`config.mk`:
```
export PLATFORM = sky130hd
export DESIGN_NAME = countdown_timer_top
export DESIGN_NICKNAME = d
export VERILOG_FILES = /design/src/hw/timer_pkg.sv /design/src/hw/bcd_down_counter.sv /design/src/hw/bcd_preset_editor.sv /design/src/hw/countdown_fsm.sv /design/src/hw/countdown_timer_top.sv /design/src/hw/hold_off_timer.sv
export SDC_FILE = /design/constraint.sdc
export NUM_CORES = 1
export LEC_CHECK = 0
export BUFFER_PORTS_ARGS = -buffer_cell sky130_fd_sc_hd__buf_2
export CORE_MARGIN = 2
export CORE_UTILIZATION = 30
export CTS_CLUSTER_DIAMETER = 120
export DETAILED_ROUTE_END_ITERATION = 8
export GPL_TIMING_DRIVEN = 0
export PLACE_DENSITY = 0.52
export SLEW_MARGIN = 10
export SYNTH_ARGS = -nofsm -noshare
export SYNTH_HDL_FRONTEND = slang
export SYNTH_HIERARCHICAL = 1
export SYNTH_SLANG_ARGS = --single-unit
```
`constraint.sdc`:
```
create_clock -name clk -period 9.1 [get_ports clk]
set_clock_uncertainty 0.2 [all_clocks]
set_input_delay 0.455 -clock clk [delete_from_list [all_inputs] [get_ports clk]]
set_output_delay 0.455 -clock clk [all_outputs]
set_load 0.01 [all_outputs]
```
`src/hw/timer_pkg.sv`:
```
// Shared constants for the four-digit BCD countdown timer
// Widths, hold-off times, button map, mode codes and the power-up preset

package timer_pkg;

    //////////////////////////////
    // Time word layout
    //////////////////////////////

    // Four BCD digits, most significant digit at index 3
    localparam int DIGITS   = 4;
    localparam int DIGIT_W  = 4;
    localparam int TIME_W   = DIGITS * DIGIT_W;
    localparam int CURSOR_W = 2;

    // Preset and count after reset
    localparam logic [TIME_W-1:0] INIT_PRESET = 16'h0325;

    //////////////////////////////
    // Hold-off times in ticks
    //////////////////////////////

    // Spacing after an edit press
    localparam int WAIT_SHORT = 199;
    // Spacing after start or stop
    localparam int WAIT_LONG  = 1999;
    // How long the alarm sounds
    localparam int WAIT_ALARM = 9999;
    // Counter wide enough for the longest wait
    localparam int WAIT_W     = $clog2(WAIT_ALARM + 1);

    //////////////////////////////
    // Buttons
    //////////////////////////////

    localparam int BTN_W     = 8;
    localparam int BTN_SET   = 0;
    localparam int BTN_RUN   = 1;
    localparam int BTN_RIGHT = 2;
    localparam int BTN_LEFT  = 3;
    localparam int BTN_DOWN  = 4;
    localparam int BTN_UP    = 5;
    localparam int BTN_CLEAR = 6;
    localparam int BTN_EXIT  = 7;

    //////////////////////////////
    // Mode codes
    //////////////////////////////

    localparam int MODE_W = 2;
    localparam logic [MODE_W-1:0] MODE_STOPPED = 2'd0;
    localparam logic [MODE_W-1:0] MODE_RUN     = 2'd1;
    localparam logic [MODE_W-1:0] MODE_SET     = 2'd2;
    localparam logic [MODE_W-1:0] MODE_ALARM   = 2'd3;

endpackage

```
`src/hw/bcd_down_counter.sv`:
```
// Four-digit BCD down counter of the countdown timer
// Reloads from the preset, counts down per enabled tick, stops at 0000

`timescale 1ns/1ps

module bcd_down_counter (
    input  logic                       clk,
    input  logic                       reset,
    input  logic                       tick,
    input  logic                       enable,
    input  logic                       reload,
    input  logic [timer_pkg::TIME_W-1:0] preset,
    output logic [timer_pkg::TIME_W-1:0] count,
    output logic                       expired
);

    import timer_pkg::*;

    // Count minus one in BCD
    logic [TIME_W-1:0] dec_value;
    // Borrow rippling from the LSD upward
    logic              borrow;

    //////////////////////////////
    // BCD subtract one
    //////////////////////////////

    always_comb begin
        dec_value = count;
        borrow    = 1'b1;
        for (int i = 0; i < DIGITS; i++) begin
            if (borrow) begin
                if (count[i*DIGIT_W +: DIGIT_W] == '0) begin
                    // 0 borrows from the next digit and becomes 9
                    dec_value[i*DIGIT_W +: DIGIT_W] = DIGIT_W'(9);
                end else begin
                    dec_value[i*DIGIT_W +: DIGIT_W] = count[i*DIGIT_W +: DIGIT_W] - 1'b1;
                    borrow = 1'b0;
                end
            end
        end
    end

    //////////////////////////////
    // Count register
    //////////////////////////////

    always_ff @(posedge clk) begin
        if (reset) begin
            count <= INIT_PRESET;
        end else if (reload) begin
            count <= preset;
        end else if (enable && tick && !expired) begin
            // Floor at 0000, no wrap to 9999
            count <= dec_value;
        end
    end

    // Expiry straight from the count
    assign expired = (count == '0);

endmodule

```
`src/hw/bcd_preset_editor.sv`:
```
// Preset editor for the countdown timer
// Holds four BCD preset digits and a cursor, adjusts the selected digit

`timescale 1ns/1ps

module bcd_preset_editor (
    input  logic                         clk,
    input  logic                         reset,
    input  logic                         enter,
    input  logic                         inc,
    input  logic                         dec,
    input  logic                         left,
    input  logic                         right,
    output logic [timer_pkg::TIME_W-1:0]   preset,
    output logic [timer_pkg::CURSOR_W-1:0] cursor
);

    import timer_pkg::*;

    // Digit under the cursor
    logic [DIGIT_W-1:0] sel_digit;
    // Its value after one step up or down
    logic [DIGIT_W-1:0] digit_up;
    logic [DIGIT_W-1:0] digit_down;

    //////////////////////////////
    // Digit arithmetic
    //////////////////////////////

    assign sel_digit = preset[cursor*DIGIT_W +: DIGIT_W];

    always_comb begin
        // Up wraps 9 to 0
        if (sel_digit >= DIGIT_W'(9)) begin
            digit_up = '0;
        end else begin
            digit_up = sel_digit + 1'b1;
        end

        // Down wraps 0 to 9
        if (sel_digit == '0) begin
            digit_down = DIGIT_W'(9);
        end else begin
            digit_down = sel_digit - 1'b1;
        end
    end

    //////////////////////////////
    // Preset and cursor registers
    //////////////////////////////

    always_ff @(posedge clk) begin
        if (reset) begin
            preset <= INIT_PRESET;
            // Start on the most significant digit
            cursor <= CURSOR_W'(DIGITS - 1);
        end else if (enter) begin
            // Entering set mode always starts at the left digit
            cursor <= CURSOR_W'(DIGITS - 1);
        end else if (left) begin
            // Toward the MSD, 3 rolls over to 0
            cursor <= cursor + 1'b1;
        end else if (right) begin
            // Toward the LSD, 0 rolls over to 3
            cursor <= cursor - 1'b1;
        end else if (inc) begin
            preset[cursor*DIGIT_W +: DIGIT_W] <= digit_up;
        end else if (dec) begin
            preset[cursor*DIGIT_W +: DIGIT_W] <= digit_down;
        end
    end

    // Only one command arrives per cycle from the FSM,
    // the order above just fixes the priority if that ever changes

endmodule

```
`src/hw/countdown_fsm.sv`:
```
// Mode FSM of the countdown timer
// Decodes buttons into editor, counter and hold-off commands, drives the alarm

`timescale 1ns/1ps

module countdown_fsm (
    input  logic                        clk,
    input  logic                        reset,
    input  logic [timer_pkg::BTN_W-1:0]  button,
    input  logic                        hold_zero,
    input  logic                        expired,
    output logic [timer_pkg::MODE_W-1:0] mode,
    output logic                        beep,
    output logic                        hold_load,
    output logic [timer_pkg::WAIT_W-1:0] hold_value,
    output logic                        enter,
    output logic                        inc,
    output logic                        dec,
    output logic                        left,
    output logic                        right,
    output logic                        reload,
    output logic                        count_en
);

    import timer_pkg::*;

    logic [MODE_W-1:0] state;
    logic [MODE_W-1:0] next_state;

    //////////////////////////////
    // State register
    //////////////////////////////

    always_ff @(posedge clk) begin
        if (reset) begin
            state <= MODE_STOPPED;
        end else begin
            state <= next_state;
        end
    end

    //////////////////////////////
    // Next state and commands
    //////////////////////////////

    always_comb begin
        // Defaults hold everything still
        next_state = state;
        hold_load  = 1'b0;
        hold_value = WAIT_W'(WAIT_SHORT);
        enter      = 1'b0;
        inc        = 1'b0;
        dec        = 1'b0;
        left       = 1'b0;
        right      = 1'b0;
        reload     = 1'b0;
        count_en   = 1'b0;

        case (state)
            MODE_STOPPED: begin
                if (hold_zero && button[BTN_RUN]) begin
                    next_state = MODE_RUN;
                    hold_load  = 1'b1;
                    hold_value = WAIT_W'(WAIT_LONG);
                end else if (hold_zero && button[BTN_SET]) begin
                    // Cursor back to the MSD on the way in
                    next_state = MODE_SET;
                    enter      = 1'b1;
                    hold_load  = 1'b1;
                end
            end

            MODE_RUN: begin
                count_en = 1'b1;
                // Expiry beats a stop press in the same cycle
                if (expired) begin
                    next_state = MODE_ALARM;
                    hold_load  = 1'b1;
                    hold_value = WAIT_W'(WAIT_ALARM);
                end else if (hold_zero && button[BTN_RUN]) begin
                    next_state = MODE_STOPPED;
                    hold_load  = 1'b1;
                    hold_value = WAIT_W'(WAIT_LONG);
                end
            end

            MODE_SET: begin
                // One action per hold-off window, CLEAR first
                if (hold_zero) begin
                    hold_load = |{button[BTN_CLEAR], button[BTN_EXIT], button[BTN_LEFT],
                                  button[BTN_RIGHT], button[BTN_UP], button[BTN_DOWN]};
                    if (button[BTN_CLEAR]) begin
                        next_state = MODE_STOPPED;
                        reload     = 1'b1;
                    end else if (button[BTN_EXIT]) begin
                        // Leave with the count as it was
                        next_state = MODE_STOPPED;
                    end else if (button[BTN_LEFT]) begin
                        left = 1'b1;
                    end else if (button[BTN_RIGHT]) begin
                        right = 1'b1;
                    end else if (button[BTN_UP]) begin
                        inc = 1'b1;
                    end else if (button[BTN_DOWN]) begin
                        dec = 1'b1;
                    end
                end
            end

            MODE_ALARM: begin
                // A press ends the alarm early and spaces out the next action
                if (button[BTN_RUN] || button[BTN_SET]) begin
                    next_state = MODE_STOPPED;
                    reload     = 1'b1;
                    hold_load  = 1'b1;
                end else if (hold_zero) begin
                    // Alarm time used up
                    next_state = MODE_STOPPED;
                    reload     = 1'b1;
                end
            end

            default: begin
                next_state = MODE_STOPPED;
            end
        endcase
    end

    // Outputs straight from the state
    assign mode = state;
    assign beep = (state == MODE_ALARM);

endmodule

```
`src/hw/countdown_timer_top.sv`:
```
// Four-digit BCD countdown timer with preset editor and alarm
// Ties the mode FSM, hold-off timer, preset editor and down counter together

`timescale 1ns/1ps

module countdown_timer_top (
    input  logic                          clk,
    input  logic                          reset,
    input  logic                          tick,
    input  logic [timer_pkg::BTN_W-1:0]    button,
    output logic [timer_pkg::TIME_W-1:0]   count,
    output logic [timer_pkg::TIME_W-1:0]   preset,
    output logic [timer_pkg::CURSOR_W-1:0] cursor,
    output logic [timer_pkg::MODE_W-1:0]   mode,
    output logic                          beep
);

    import timer_pkg::*;

    //////////////////////////////
    // FSM command and status wires
    //////////////////////////////

    logic              hold_load;
    logic [WAIT_W-1:0] hold_value;
    logic              hold_zero;
    logic              enter;
    logic              inc;
    logic              dec;
    logic              left;
    logic              right;
    logic              reload;
    logic              count_en;
    logic              expired;

    // Mode control
    countdown_fsm countdown_fsm_inst (
        .clk(clk), .reset(reset), .button(button), .hold_zero(hold_zero),
        .expired(expired), .mode(mode), .beep(beep), .hold_load(hold_load),
        .hold_value(hold_value), .enter(enter), .inc(inc), .dec(dec),
        .left(left), .right(right), .reload(reload), .count_en(count_en)
    );

    // Button spacing and alarm length
    hold_off_timer hold_off_timer_inst (
        .clk(clk), .reset(reset), .tick(tick), .load(hold_load),
        .load_value(hold_value), .hold_zero(hold_zero)
    );

    // Preset digits and cursor
    bcd_preset_editor bcd_preset_editor_inst (
        .clk(clk), .reset(reset), .enter(enter), .inc(inc), .dec(dec),
        .left(left), .right(right), .preset(preset), .cursor(cursor)
    );

    // Running count
    bcd_down_counter bcd_down_counter_inst (
        .clk(clk), .reset(reset), .tick(tick), .enable(count_en), .reload(reload),
        .preset(preset), .count(count), .expired(expired)
    );

endmodule

```
`src/hw/hold_off_timer.sv`:
```
// Hold-off timer for button spacing and alarm duration
// Loads a tick count, counts it down and flags zero

`timescale 1ns/1ps

module hold_off_timer (
    input  logic                       clk,
    input  logic                       reset,
    input  logic                       tick,
    input  logic                       load,
    input  logic [timer_pkg::WAIT_W-1:0] load_value,
    output logic                       hold_zero
);

    import timer_pkg::*;

    // Remaining ticks before the next action is accepted
    logic [WAIT_W-1:0] remaining;

    //////////////////////////////
    // Down counter
    //////////////////////////////

    always_ff @(posedge clk) begin
        if (reset) begin
            // Free to act right after reset
            remaining <= '0;
        end else if (load) begin
            // Load wins over a tick in the same cycle
            remaining <= load_value;
        end else if (tick && !hold_zero) begin
            remaining <= remaining - 1'b1;
        end
    end

    // Sits at zero until the next load
    assign hold_zero = (remaining == '0);

endmodule

```
Word level (Yosys, flattened, before mapping)
Index checks and enable logic that the tools add are counted.
{"block": "op_classes", "add_sub_neg": 10, "n_lt_le_gt_ge": 1, "eq_ne": 8, "shifts": 4, "muxes": 78, "n_bitwise": 3, "n_reduce_logical": 30}
{"cell": "4-bit by 34-bit variable part select with 16-bit output", "n": 2}
{"cell": "16-bit 2-to-1 mux", "n": 4}
{"cell": "1-bit 2-to-1 mux", "n": 44}
{"cell": "14-bit 2-to-1 mux", "n": 3}
{"cell": "4-bit 2-to-1 mux", "n": 9}
{"cell": "4-bit negator with 34-bit output", "n": 1}
{"cell": "4-bit by 34-bit variable shift with 16-bit output, first input constant", "n": 1}
{"cell": "16-bit bitwise mux", "n": 2}
{"cell": "14-bit case mux with 2 select lines", "n": 1}
{"cell": "2-bit 2-to-1 mux", "n": 11}
{"cell": "4-bit zero test", "n": 5}
{"cell": "4-bit by 1-bit subtractor with 4-bit output, second input constant", "n": 5}
{"cell": "16-bit zero test", "n": 1}
{"cell": "16-bit by 5-bit variable part select with 4-bit output", "n": 1}
{"cell": "14-bit zero test", "n": 1}
{"cell": "2-bit nonzero test", "n": 7}
{"cell": "14-bit by 1-bit subtractor with 14-bit output, second input constant", "n": 1}
{"cell": "11-bit 2-to-1 mux", "n": 1}
{"cell": "3-bit by 1-bit != test with 1-bit output, second input constant", "n": 3}
{"cell": "2-bit case mux with 4 select lines", "n": 1}
{"cell": "2-bit AND reduction", "n": 3}
{"cell": "6-bit OR reduction", "n": 1}
{"cell": "1-bit logical AND", "n": 5}
{"cell": "5-bit AND reduction", "n": 1}
{"cell": "other kinds (16)", "n": 20}
{"block": "totals", "regBits": 50, "input_bits": 11, "word_cells": 142}

Depth between registers and ports, before layout
Gate-level depths: netlist of run 1.
{"block": "depth", "word_depth": 10, "depth_mapped": 15, "depth_no_buf": 13}

By module
Netlist of run 1, hierarchy kept.
{"module": "bcd_preset_editor", "n_inst": 1, "cells_each": 136, "area_each_um2": 1204.9, "seq_area_each_um2": 360.3}
{"module": "bcd_down_counter", "n_inst": 1, "cells_each": 117, "area_each_um2": 965.9, "seq_area_each_um2": 320.3}
{"module": "hold_off_timer", "n_inst": 1, "cells_each": 101, "area_each_um2": 892.1, "seq_area_each_um2": 280.3}
{"module": "countdown_fsm", "n_inst": 1, "cells_each": 62, "area_each_um2": 421.7, "seq_area_each_um2": 40.0}

Worst setup path before layout of run 1
OpenSTA, ideal clock, no wires.
{"block": "synth_timing", "kind": "register to register", "from": "register hold_off_timer_inst.remaining[0]", "to": "register bcd_preset_editor_inst/preset[13] (netlist name)", "arrival_time_ns": 3.528, "setup_slack_ns": 5.313, "stages_incl_launch_ff": 16, "n_path_buf": 2, "path_cell_list": "dfxtp_1 -> inv_1 -> ha_1 -> or4b_1 -> or4_4 -> clkinv_4 -> clkbuf_1 -> inv_1 -> nor4_2 -> and3b_1 -> buf_2 -> o21ba_2 -> nand2_1 -> or4_1 -> inv_1 -> a22o_1"}
{"element": "start: declaration", "line": "hold_off_timer.sv:18", "text": "logic [WAIT_W-1:0] remaining;"}
{"element": "start signal: assignment", "line": "hold_off_timer.sv:30", "text": "remaining <= load_value;"}
{"element": "start signal: assignment", "line": "hold_off_timer.sv:32", "text": "remaining <= remaining - 1'b1;"}
{"element": "14-bit zero test (*)", "line": "hold_off_timer.sv:37", "text": "assign hold_zero = (remaining == '0);"}
{"element": "net hold_zero", "line": "countdown_timer_top.sv:26", "text": "logic hold_zero;"}
{"element": "1-bit 2-to-1 mux (*)", "line": "countdown_fsm.sv:89", "text": "if (hold_zero) begin"}
{"element": "1-bit 2-to-1 mux (*)", "line": "countdown_fsm.sv:59", "text": "case (state)"}
{"element": "net inc", "line": "countdown_timer_top.sv:28", "text": "logic inc;"}
{"element": "2-bit nonzero test (no line)"}
{"element": "4-bit AND reduction (no line)"}
{"element": "end signal: indexed assignment", "line": "bcd_preset_editor.sv:67", "text": "preset[cursor*DIGIT_W +: DIGIT_W] <= digit_up;"}
{"element": "end signal: indexed assignment", "line": "bcd_preset_editor.sv:69", "text": "preset[cursor*DIGIT_W +: DIGIT_W] <= digit_down;"}
{"element": "end: declaration", "line": "bcd_preset_editor.sv:14", "text": "output logic [timer_pkg::TIME_W-1:0] preset,"}
The timed path passes the listed nets; every way through them passes the cells marked *.
A chain may end at the register's enable or synchronous reset.

Worst setup path in the final report of run 1
{"block": "layout_timing", "from": "register hold_off_timer_inst.remaining[0]", "to": "register bcd_preset_editor_inst/preset[4] (netlist name)"}
The elaborated chain is that of the path after synthesis.

==> impl_summary.log, run 1 <==
[metrics] Port Buffers: 46
[metrics] normalized max-slew margin: 27.1%
[metrics] slack of the worst reg-to-reg path: 4.69 ns
[metrics] number of antenna violations at the first check in global routing: 0
[metrics] ANT nets after route: 0
[metrics] Post-Synthesis Mean Instance Area: 8.38 um2
[metrics] via count: 3,360
[metrics] Die Span X: 112 um
[metrics] final worst path period share: 48.5%
[metrics] sum of routed wire length over all layers: 10,100 um
[metrics] number of enable flip-flop cells after synthesis: 0
[metrics] diode insertion count for antenna repair: 0
[metrics] HP Class: reg -> reg
[metrics] finished layout cell area: 4070 um2
[metrics] #FFs+latches synth: 50
[metrics] number of top-level pins: 48
[metrics] all-layer global routing usage: 16.1%
[metrics] DRT iter0 DRCs: 159
[metrics] Worst Max-Slew Pin Slew: 1.08 ns
[metrics] required arrival time at the worst endpoint: 9.12 ns
[metrics] cts hold-fix bufs: 0
[metrics] Sink Count: 50
[metrics] PostCTS Resize Cnt: 0
[metrics] library cell appearing most often on the critical path: inv_1
[metrics] Worst path max stage delay: 0.52 ns
[metrics] Post-Synthesis Cells: 416
[metrics] weighted congestion reported at the end of routability-driven placement: 0.830
[metrics] crit path time final: 4.41 ns
[metrics] power density normalized to cell area: 193 nW/um2
[metrics] deepest clock path buffer count: 2
[metrics] count of final hold-check violations: 0
[metrics] latest clock arrival within the worst-skew pair: 0.30 ns
[metrics] Root Driver: clkbuf_16
[metrics] reported leakage power: 0.00157 uW
[metrics] sequential area share after synthesis: 28.7%
[metrics] highest fanout seen on the critical path: 10
[metrics] CTS Buf Count: 5
[metrics] Final Max Tran Viols: 0
[metrics] Critical Setup Path Class: reg -> reg
[metrics] H-Tree Depth: 2
[metrics] Initial Util: 30.6%
[metrics] Critical Path Slowest Stage Cell: or4b_1
[metrics] most used flip-flop cell after synthesis: dfxtp_1
[metrics] instance area after placement: 3910 um2
[metrics] Setup crit end kind: flip-flop
[metrics] maximum number of pins on one net before global-route repair: 17
[metrics] area of the die: 12,500 um2
[metrics] Core Area: 11,400 um2
[metrics] cell family with the largest share of critical-path delay: simple AND/OR/NAND/NOR gates
[metrics] post-route setup TNS: 0 ns
[metrics] hold-critical path endpoint: bcd_preset_editor_inst/preset[12]
[metrics] clock slew seen by the registers of the worst setup and hold paths: 0.07 ns
[metrics] DRC viols: 0
[metrics] number of violations of the max-capacitance limit: 0
[metrics] worst setup margin: 4.69 ns
[metrics] first-pass iteration count of the detailed router: 4
[metrics] number of nets in the layout: 494
[metrics] status: completed
[metrics] synthesis-to-finish area growth: 16.7%
[metrics] die height: 112 um
[metrics] number of vias per cell: 5.44
[metrics] maximum vdd ir drop: 0.0000736 V
[metrics] Hold Path Cell Cnt: 2
[metrics] unique cell type count in the Yosys netlist: 75
[metrics] unrepaired setup endpoints after global routing: no
[metrics] Mapped Area: 3480 um2
[metrics] top achievable clock speed: 227 MHz
[metrics] global-route wire length before repair: 16,400 um
[metrics] TritonCTS clock tree: built
[metrics] FILL cells: 1,206
[metrics] worst path arrival time: 4.43 ns
[metrics] number of cells on the worst reg-to-reg path: 15
[metrics] aggregate global routing overflow: 0
[metrics] launching point of the worst reg2reg path: hold_off_timer_inst/remaining[0]
[metrics] detailed placement HPWL: 7510 um
[metrics] hold path start: bcd_preset_editor_inst/preset[12]
[metrics] WP buf/inv: 5
[metrics] row count: 39
[metrics] setup fix buffers added after clock tree synthesis: 0
[metrics] wire length per cell after detailed routing: 16.3 um
[metrics] Async S/R FF share, synth: 0%
[metrics] vias in the first global route: 3,118
[metrics] capturing point of the worst reg2reg path: bcd_preset_editor_inst/preset[4]
[metrics] number of setup violations in the final report: 0
[metrics] share of cells above drive strength 1: 21.7%
[metrics] Critical Path Source Type: flip-flop
[metrics] crit path cell chain: inv_1 > ha_1 > or4b_1 > or4_4 > clkinv_4 > clkbuf_1 > inv_1 > nor4_2 > and3b_1 > buf_2 > o21ba_2 > nand3_1 > nor2_1 > o21ai_1 > a21oi_1
[metrics] minimum setup slack after placement: 4.73 ns
[metrics] Yosys warning count: 6
==> tightest hold or removal path, delay by kind of cell (launching register included) <==
family / cells / cell delay [ns]
flip-flops: 1 / 0.35
AND/OR/NAND/NOR: 1 / 0.07
AO/OA/AOI/OAI: 1 / 0.05
==> metrics by stage <==
stage | hold WS (ns) | instances | power (uW) | utilization [%]
after floorplan | 0.273 | 421 | 506 | -
after global placement | 0.297 | 610 | 576 | 34.4
after detailed placement | 0.309 | 610 | 583 | 34.4
after CTS | 0.323 | 618 | 788 | 35.8
after global routing | 0.345 | 618 | 834 | 35.8
final | 0.312 | 618 | 783 | 35.8
==> layout make-up <==
type                       instances  area [um2]  share of cell area [%]
timing repair buffer              46         230                    5.66
tap                              143         179                    4.40
clock buffer                       6         139                    3.41
inverter                          22        87.6                    2.15
sequential                        50        1000                    24.6
clock inverter                     2        16.3                   0.400
buffer                            30         206                    5.08
multi-input combinational        319        2210                    54.3
==> synthesized netlist by cell type, types with 3 or more instances <==
library cell	number	area [um2]
nor2b_1	7	43.8
o211ai_1	4	30.0
buf_4	13	97.6
clkbuf_8	4	55.1
nor4b_1	6	52.6
dfxtp_1	50	1000
clkbuf_1	8	30.0
or4_1	8	60.1
ha_1	9	113
inv_1	20	75.1
a211oi_1	7	52.6
nand3b_1	4	30.0
nor2_1	35	131
xnor2_1	3	26.3
or4_4	3	33.8
a221oi_1	6	52.6
a221o_1	3	30.0
nand4_1	3	18.8
a311oi_1	9	78.8
a31oi_1	6	37.5
o21ai_1	4	20.0
nor3b_1	5	37.5
o21bai_1	3	22.5
nand3_1	8	40.0
mux2i_1	6	60.1
a21oi_1	20	100
buf_2	4	20.0
o41ai_2	3	48.8
nor4_1	6	37.5
o31ai_1	4	30.0
mux4_2	4	90.1
or3_2	3	22.5
and3b_1	3	26.3
nor3_1	12	60.1
o21ai_0	22	110
nand2b_1	5	31.3
nand2_1	33	124
o41ai_1	3	26.3
or3_1	8	50.1
and3_1	4	25.0
==> how the worst max path moves through the flow <==
stage | startpoint | endpoint | cells past startpoint
4_1_cts | hold_off_timer_inst/remaining[0] | bcd_preset_editor_inst/preset[4] | 15
6_report | hold_off_timer_inst/remaining[0] | bcd_preset_editor_inst/preset[4] | 15
2_1_floorplan | hold_off_timer_inst/remaining[0] | bcd_preset_editor_inst/preset[13] | 15
3_5_place_dp | hold_off_timer_inst/remaining[0] | bcd_preset_editor_inst/preset[4] | 15
5_1_grt | hold_off_timer_inst/remaining[0] | bcd_preset_editor_inst/preset[4] | 15
3_3_place_gp | hold_off_timer_inst/remaining[0] | bcd_preset_editor_inst/preset[4] | 15
==> logic make-up (layout without fill, tap and decap cells) <==
family / count (synthesis) / count (layout) / synth area share (%)
xor+xnor: 3 / 3 / 0.754
other cells: 2 / 7 / 0.216
compound gates: 117 / 117 / 24.7
buf+inv: 52 / 106 / 8.44
mux: 11 / 11 / 4.96
fa+ha+maj: 9 / 9 / 3.23
flops: 50 / 50 / 28.7
simple gates: 172 / 172 / 28.9
==> placed cells by master, fill, tap and decap left out, types with 7 or more instances in the layout <==
master	count
buf_4	13
a21oi_1	20
clkbuf_1	8
nor3_1	12
dfxtp_1	50
a311oi_1	9
buf_2	50
nor2_1	35
o21ai_0	22
nand3_1	8
conb_1	7
nor2b_1	7
inv_1	20
ha_1	9
a211oi_1	7
or4_1	8
or3_1	8
nand2_1	33
==> sequential cells by signal, summed over array words and instances, names as in the netlist <==
name,count
countdown_fsm_inst/mode,2
bcd_preset_editor_inst/cursor,2
hold_off_timer_inst/remaining,14
bcd_down_counter_inst/count,16
bcd_preset_editor_inst/preset,16
==> metal layers <==
| metal | wire length, um | part of all wire [%] | track usage [%] | vias up |
|---|---|---|---|---|
| li1 | - | - | - | 1682 |
| met1 | 4810 | 48 | 22.1 | 1591 |
| met2 | 4750 | 47 | 26.4 | 79 |
| met3 | 430 | 4.3 | 2.83 | 8 |
| met4 | 95 | 0.94 | 3.95 | 0 |
| met5 | 0 | 0 | 0 | - |
==> report_power, final <==
group          switching (uW)  internal (uW)  total (uW)
registers                33.7            247         280
clock network            90.2            111         201
logic                     174            128         302
total                     298            485         783
(Power assumes the default switching activity.)
==> run 2: changes to the inputs <==
PLACE_DENSITY = 0.54   (was 0.52)
clock period = 3.66 ns   (was 9.1 ns; I/O delays follow)
==> run 2 against run 1 <==
Non-clock buffer count is 11 higher; clock power grew to 2.8 times the previous value; routed wire length shrank 0.38%; global-route usage fell by 0.29 points; cell area grew 5.5%; maximum frequency increased by 24%; die area unchanged; sequential share of layout area shrank 1.3 points; via count grew 2.6%; register-to-register slack worse by 4.6 ns.
==> impl_summary.log, run 2 (synthesized netlist as in run 1, its figures left out) <==
[metrics] post-route setup TNS: 0 ns
[metrics] final worst path period share: 97.4%
[metrics] met3 usage: 2.56%
[metrics] DRT iter0 DRCs: 199
[metrics] vias in the first global route: 3,130
[metrics] global-route wire length before repair: 16,300 um
[metrics] Critical Setup Path Class: reg -> reg
[metrics] wire length per cell after detailed routing: 15.9 um
[metrics] instance area after placement: 3920 um2
[metrics] number of setup violations in the final report: 0
[metrics] synthesis-to-finish area growth: 23.2%
[metrics] weighted congestion reported at the end of routability-driven placement: 0.838
[metrics] normalized max-slew margin: 51.3%
[metrics] finished layout cell area: 4290 um2
[metrics] Final Max Tran Viols: 0
[metrics] via count: 3,449
[metrics] capturing point of the worst reg2reg path: bcd_preset_editor_inst/preset[13]
[metrics] row count: 39
[metrics] number of vias per cell: 5.47
[metrics] DRC viols: 0
[metrics] Die Span X: 112 um
[metrics] clock slew seen by the registers of the worst setup and hold paths: 0.07 ns
[metrics] area of the die: 12,500 um2
[metrics] Critical Path Source Type: flip-flop
[metrics] all-layer global routing usage: 15.8%
[metrics] highest fanout seen on the critical path: 7
[metrics] area of combinational cells with multiple inputs: 2300 um2
[metrics] crit path time final: 3.57 ns
[metrics] GRT met1 Usage: 22.6%
[metrics] count of final hold-check violations: 0
[metrics] largest registers in the final layout: bcd_down_counter_inst/count (16), bcd_preset_editor_inst/preset (16), hold_off_timer_inst/remaining (14)
[metrics] maximum number of pins on one net before global-route repair: 17
[metrics] Root Driver: clkbuf_16
[metrics] maximum vdd ir drop: 0.000297 V
[metrics] TritonCTS clock tree: built
[metrics] Initial Util: 30.6%
[metrics] status: completed
[metrics] HP Class: in -> reg
[metrics] Worst Max-Slew Pin Slew: 0.724 ns
[metrics] deepest clock path buffer count: 2
[metrics] diode insertion count for antenna repair: 0
[metrics] share of cells above drive strength 1: 27.3%
[metrics] power density normalized to cell area: 496 nW/um2
[metrics] cts hold-fix bufs: 0
[metrics] share of the core filled with cells: 37.7%
[metrics] number of nets in the layout: 506
[metrics] CTS Buf Count: 5
[metrics] commonest cells after routing, fill and taps aside: dfxtp_1 (49), buf_2 (49), nor2_1 (34)
[metrics] detailed placement HPWL: 7170 um
[metrics] sum of routed wire length over all layers: 10,000 um
[metrics] number of top-level pins: 48
[metrics] launching point of the worst reg2reg path: hold_off_timer_inst/remaining[0]
[metrics] number of violations of the max-capacitance limit: 0
[metrics] Critical Path Sink: bcd_preset_editor_inst/preset[13]
[metrics] minimum hold slack: 0.0724 ns
[metrics] slack of the worst reg-to-reg path: 0.09 ns
[metrics] Sink Count: 50
[metrics] ANT nets after route: 0
[metrics] die height: 112 um
[metrics] number of antenna violations at the first check in global routing: 0
[metrics] Setup crit end kind: flip-flop
[metrics] Port Buffers: 46
[metrics] required arrival time at the worst endpoint: 3.71 ns
[metrics] FILL cells: 1,179
[metrics] top achievable clock speed: 280 MHz
[metrics] latest clock arrival within the worst-skew pair: 0.30 ns
[metrics] worst path arrival time: 3.61 ns
[metrics] reported leakage power: 0.00166 uW
[metrics] aggregate global routing overflow: 0
[metrics] global routing usage on met2: 24.8%
[metrics] GR peak layer: met2
[metrics] Core Area: 11,400 um2
[metrics] H-Tree Depth: 2
[metrics] number of cells on the worst reg-to-reg path: 14
[metrics] first-pass iteration count of the detailed router: 4
[metrics] Critical path origin: hold_off_timer_inst/remaining[0]
[metrics] Register Area: 1000 um2
## run 2: worst min path at each step
stage	from	endpoint	slack [ns]	depth (start not counted)
after floorplan	reset	hold_off_timer_inst/remaining[13]	0.06	1
after global placement	hold_off_timer_inst/remaining[12]	hold_off_timer_inst/remaining[12]	0.30	2
after detailed placement	bcd_preset_editor_inst/preset[15]	bcd_preset_editor_inst/preset[15]	0.30	2
after CTS	tick	hold_off_timer_inst/remaining[4]	0.07	3
after global routing	reset	hold_off_timer_inst/remaining[13]	0.11	2
final	tick	hold_off_timer_inst/remaining[4]	0.07	3
## run 2: worst max-delay path, stage by stage, from the launching register on
cell and delay [ns]:
dfxtp_1 0.32, inv_2 0.08, ha_4 0.15, or4b_4 0.48, or4_4 0.56, inv_8 0.10
clkinvlp_4 0.10, nor4_4 0.25, buf_4 0.15, and3_4 0.18, o21ba_4 0.20, nand2_1 0.09
or4_4 0.48, inv_1 0.07, a22o_1 0.11
## run 2: area by class of cell
type / count / share of cell area, %
multi-input cells: 319 / 53.7
inverters: 22 / 2.19
repair buffers: 58 / 7.46
clock inverters: 2 / 0.904
clock buffers: 6 / 3.24
well taps: 143 / 4.17
flip-flops and latches: 50 / 23.4
repair inverters: 1 / 0.146
plain buffers: 29 / 4.87
## run 2: power breakdown
| group | leakage (uW) | switching (uW) | internal (uW) |
|---|---|---|---|
| Combinational | 0.00116 | 467 | 392 |
| Sequential | 0.000406 | 86.3 | 614 |
| Clock | 0.0000875 | 224 | 344 |
| Total | 0.00166 | 778 | 1350 |
## run 2: per-layer routing
metal | vias up | wire length (um)
met2 | 81 | 4620
li1 | 1709 | -
met4 | 0 | 108
met3 | 7 | 440
met1 | 1652 | 4870
met5 | - | 0
## run 2: stage by stage
step	instances	setup slack (ns)	power (uW)
4_1_cts	617	0.0127	2020
2_1_floorplan	421	0.0280	1260
3_5_place_dp	610	-0.422	1440
5_1_grt	630	-0.00427	2250
6_report	630	0.0938	2130
3_3_place_gp	610	-0.460	1430
## run 2: what timing repair did
action | in CTS | in global routing
gates resized for setup | 7 | 19
setup buffers | 0 | 12
gates cloned | 0 | 1
endpoints found under the setup margin | 33 | 27
pin swaps | 1 | 7
==> run 3: changes to the inputs <==
CORE_UTILIZATION = 53   (was 30)
CTS_CLUSTER_SIZE = 25   (was unset)
PLACE_DENSITY = 0.82   (was 0.54)
==> run 3 against run 2 <==
First-iteration DRC count is 4.0% lower; via count grew 1.6%; critical path type unchanged; cell area is 4.8% lower; non-clock buffer count decreased by 5; cell count down 11%.
==> impl_summary.log, run 3 (synthesized netlist as in run 1, its figures left out) <==
[metrics] detailed placement HPWL: 6800 um
[metrics] DRT iter0 DRCs: 191
[metrics] count of final hold-check violations: 0
[metrics] TritonCTS clock tree: built
[metrics] HP Class: in -> reg
[metrics] Setup crit end kind: flip-flop
[metrics] number of vias per cell: 6.28
[metrics] Core Area: 6350 um2
[metrics] normalized max-slew margin: 49.8%
[metrics] number of setup violations in the final report: 0
[metrics] Root Driver: clkbuf_8
[metrics] share of cells above drive strength 1: 25.8%
[metrics] share of the core filled with cells: 64.3%
[metrics] H-Tree Depth: 2
[metrics] CTS Buf Count: 5
[metrics] ANT nets after route: 0
[metrics] minimum hold slack: 0.0565 ns
[metrics] Final Max Tran Viols: 0
[metrics] reported leakage power: 0.00160 uW
[metrics] aggregate global routing overflow: 0
[metrics] Worst path max stage delay: 0.49 ns
[metrics] commonest cells after routing, fill and taps aside: dfxtp_1 (50), buf_2 (49), nor2_1 (34)
[metrics] DRC viols: 0
[metrics] row count: 29
[metrics] required arrival time at the worst endpoint: 3.73 ns
[metrics] Port Buffers: 46
[metrics] wire length per cell after detailed routing: 17.0 um
[metrics] Critical Path Source Type: flip-flop
[metrics] crit path cell chain: inv_1 > ha_2 > or4b_4 > or4_4 > clkinv_8 > inv_1 > nor4_4 > and3b_1 > buf_6 > o21ba_4 > nand2_1 > or4_4 > inv_1 > a22o_1
[metrics] Worst Max-Slew Pin Slew: 0.751 ns
[metrics] area of the die: 7240 um2
[metrics] largest registers in the final layout: bcd_down_counter_inst/count (16), bcd_preset_editor_inst/preset (16), hold_off_timer_inst/remaining (14)
[metrics] finished layout cell area: 4090 um2
[metrics] Critical Setup Path Class: reg -> reg
[metrics] highest fanout seen on the critical path: 16
[metrics] crit path time final: 3.51 ns
[metrics] number of top-level pins: 48
[metrics] Critical Path Slowest Stage Cell: or4_4
[metrics] Die Span X: 85.1 um
[metrics] die height: 85.1 um
[metrics] unrepaired setup endpoints after global routing: no
[metrics] diode insertion count for antenna repair: 0
[metrics] vias in the first global route: 3,200
[metrics] status: completed
[metrics] slack of the worst reg-to-reg path: 0.16 ns
[metrics] instance area after placement: 3830 um2
[metrics] worst path arrival time: 3.57 ns
[metrics] number of nets in the layout: 500
[metrics] deepest clock path buffer count: 2
[metrics] Initial Util: 54.9%
[metrics] leading cell type in the layout, fill and taps excluded: dfxtp_1
[metrics] final worst path period share: 95.8%
[metrics] overall power consumption: 1890 uW
[metrics] Critical path origin: hold_off_timer_inst/remaining[0]
[metrics] latest clock arrival within the worst-skew pair: 0.31 ns
[metrics] number of antenna violations at the first check in global routing: 0
[metrics] first-pass iteration count of the detailed router: 5
[metrics] synthesis-to-finish area growth: 17.2%
[metrics] launching point of the worst reg2reg path: hold_off_timer_inst/remaining[0]
[metrics] FILL cells: 510
[metrics] via count: 3,503
[metrics] global-route wire length before repair: 15,500 um
[metrics] hold path start: tick
[metrics] maximum number of pins on one net before global-route repair: 18
[metrics] Sink Count: 50
[metrics] weighted congestion reported at the end of routability-driven placement: 0.867
[metrics] top achievable clock speed: 285 MHz
[metrics] number of violations of the max-capacitance limit: 0
[metrics] library cell appearing most often on the critical path: inv_1
[metrics] clock slew seen by the registers of the worst setup and hold paths: 0.11 ns
[metrics] power density normalized to cell area: 464 nW/um2
[metrics] maximum vdd ir drop: 0.000227 V
[metrics] all-layer global routing usage: 26.0%
[metrics] sum of routed wire length over all layers: 9470 um
-- run 3: changes by cell type in the layout (fill, tap and decap cells not counted), sizes merged --
cell    before  now
buf         76   71
inv         23   22
clkbuf      17   16
clkinv       0    1
-- run 3: final timing paths --
| kind | to | cells after the start |
|---|---|---|
| hold reg to reg | bcd_preset_editor_inst/preset[15] | 2 |
| setup / recovery | bcd_preset_editor_inst/preset[13] | 14 |
| setup reg to reg | bcd_preset_editor_inst/preset[13] | 14 |
| hold / removal | hold_off_timer_inst/remaining[4] | 3 |
-- run 3: power by group --
part / internal (uW) / switching [uW]
registers: 613 / 84.0
logic: 338 / 443
clock network: 209 / 207
-- run 3: routing by layer --
metal / vias to the layer above / GRT usage, % / wire, um
met5: - / 0 / 0
met4: 0 / 6.20 / 106
met3: 13 / 4.67 / 509
met2: 122 / 42.8 / 4610
met1: 1680 / 35.5 / 4240
li1: 1688 / - / -
-- run 3: stage by stage --
step / std cells / setup slack (ns) / TNS [ns]
after floorplan: 421 / 0.0280 / 0
after CTS: 557 / 0.00180 / 0
after detailed placement: 544 / -0.404 / -5.33
after global placement: 544 / -0.345 / -3.59
after global routing: 558 / 0.00988 / 0
final: 558 / 0.155 / 0
-- run 3: critical path: cells and delay by family, from the launching register on --
kind                       cells  cell delay [ns]
buffers and inverters          5             0.46
adders and majority gates      1             0.21
AOI/OAI and AO/OA              2             0.32
DFF                            1             0.32
and+or+nand+nor                6             1.91
-- run 3: final cells by class --
| cell class | count | area [um2] | area share, % |
|---|---|---|---|
| multi-input combinational | 319 | 2280 | 55.9 |
| sequential | 50 | 1000 | 24.5 |
| timing repair buffer | 53 | 283 | 6.92 |
| buffer | 29 | 210 | 5.15 |
| tap | 77 | 96.3 | 2.36 |
| inverter | 22 | 95.1 | 2.33 |
| clock buffer | 5 | 68.8 | 1.68 |
| clock inverter | 3 | 48.8 | 1.19 |
-- run 3: repair_timing --
action	4_1_cts	5_1_grt
hold endpoints to repair	0	0
hold buffers	0	0
gates resized for setup	11	11
endpoints found under the setup margin	30	32
setup buffers	6	1
pin swaps	4	5
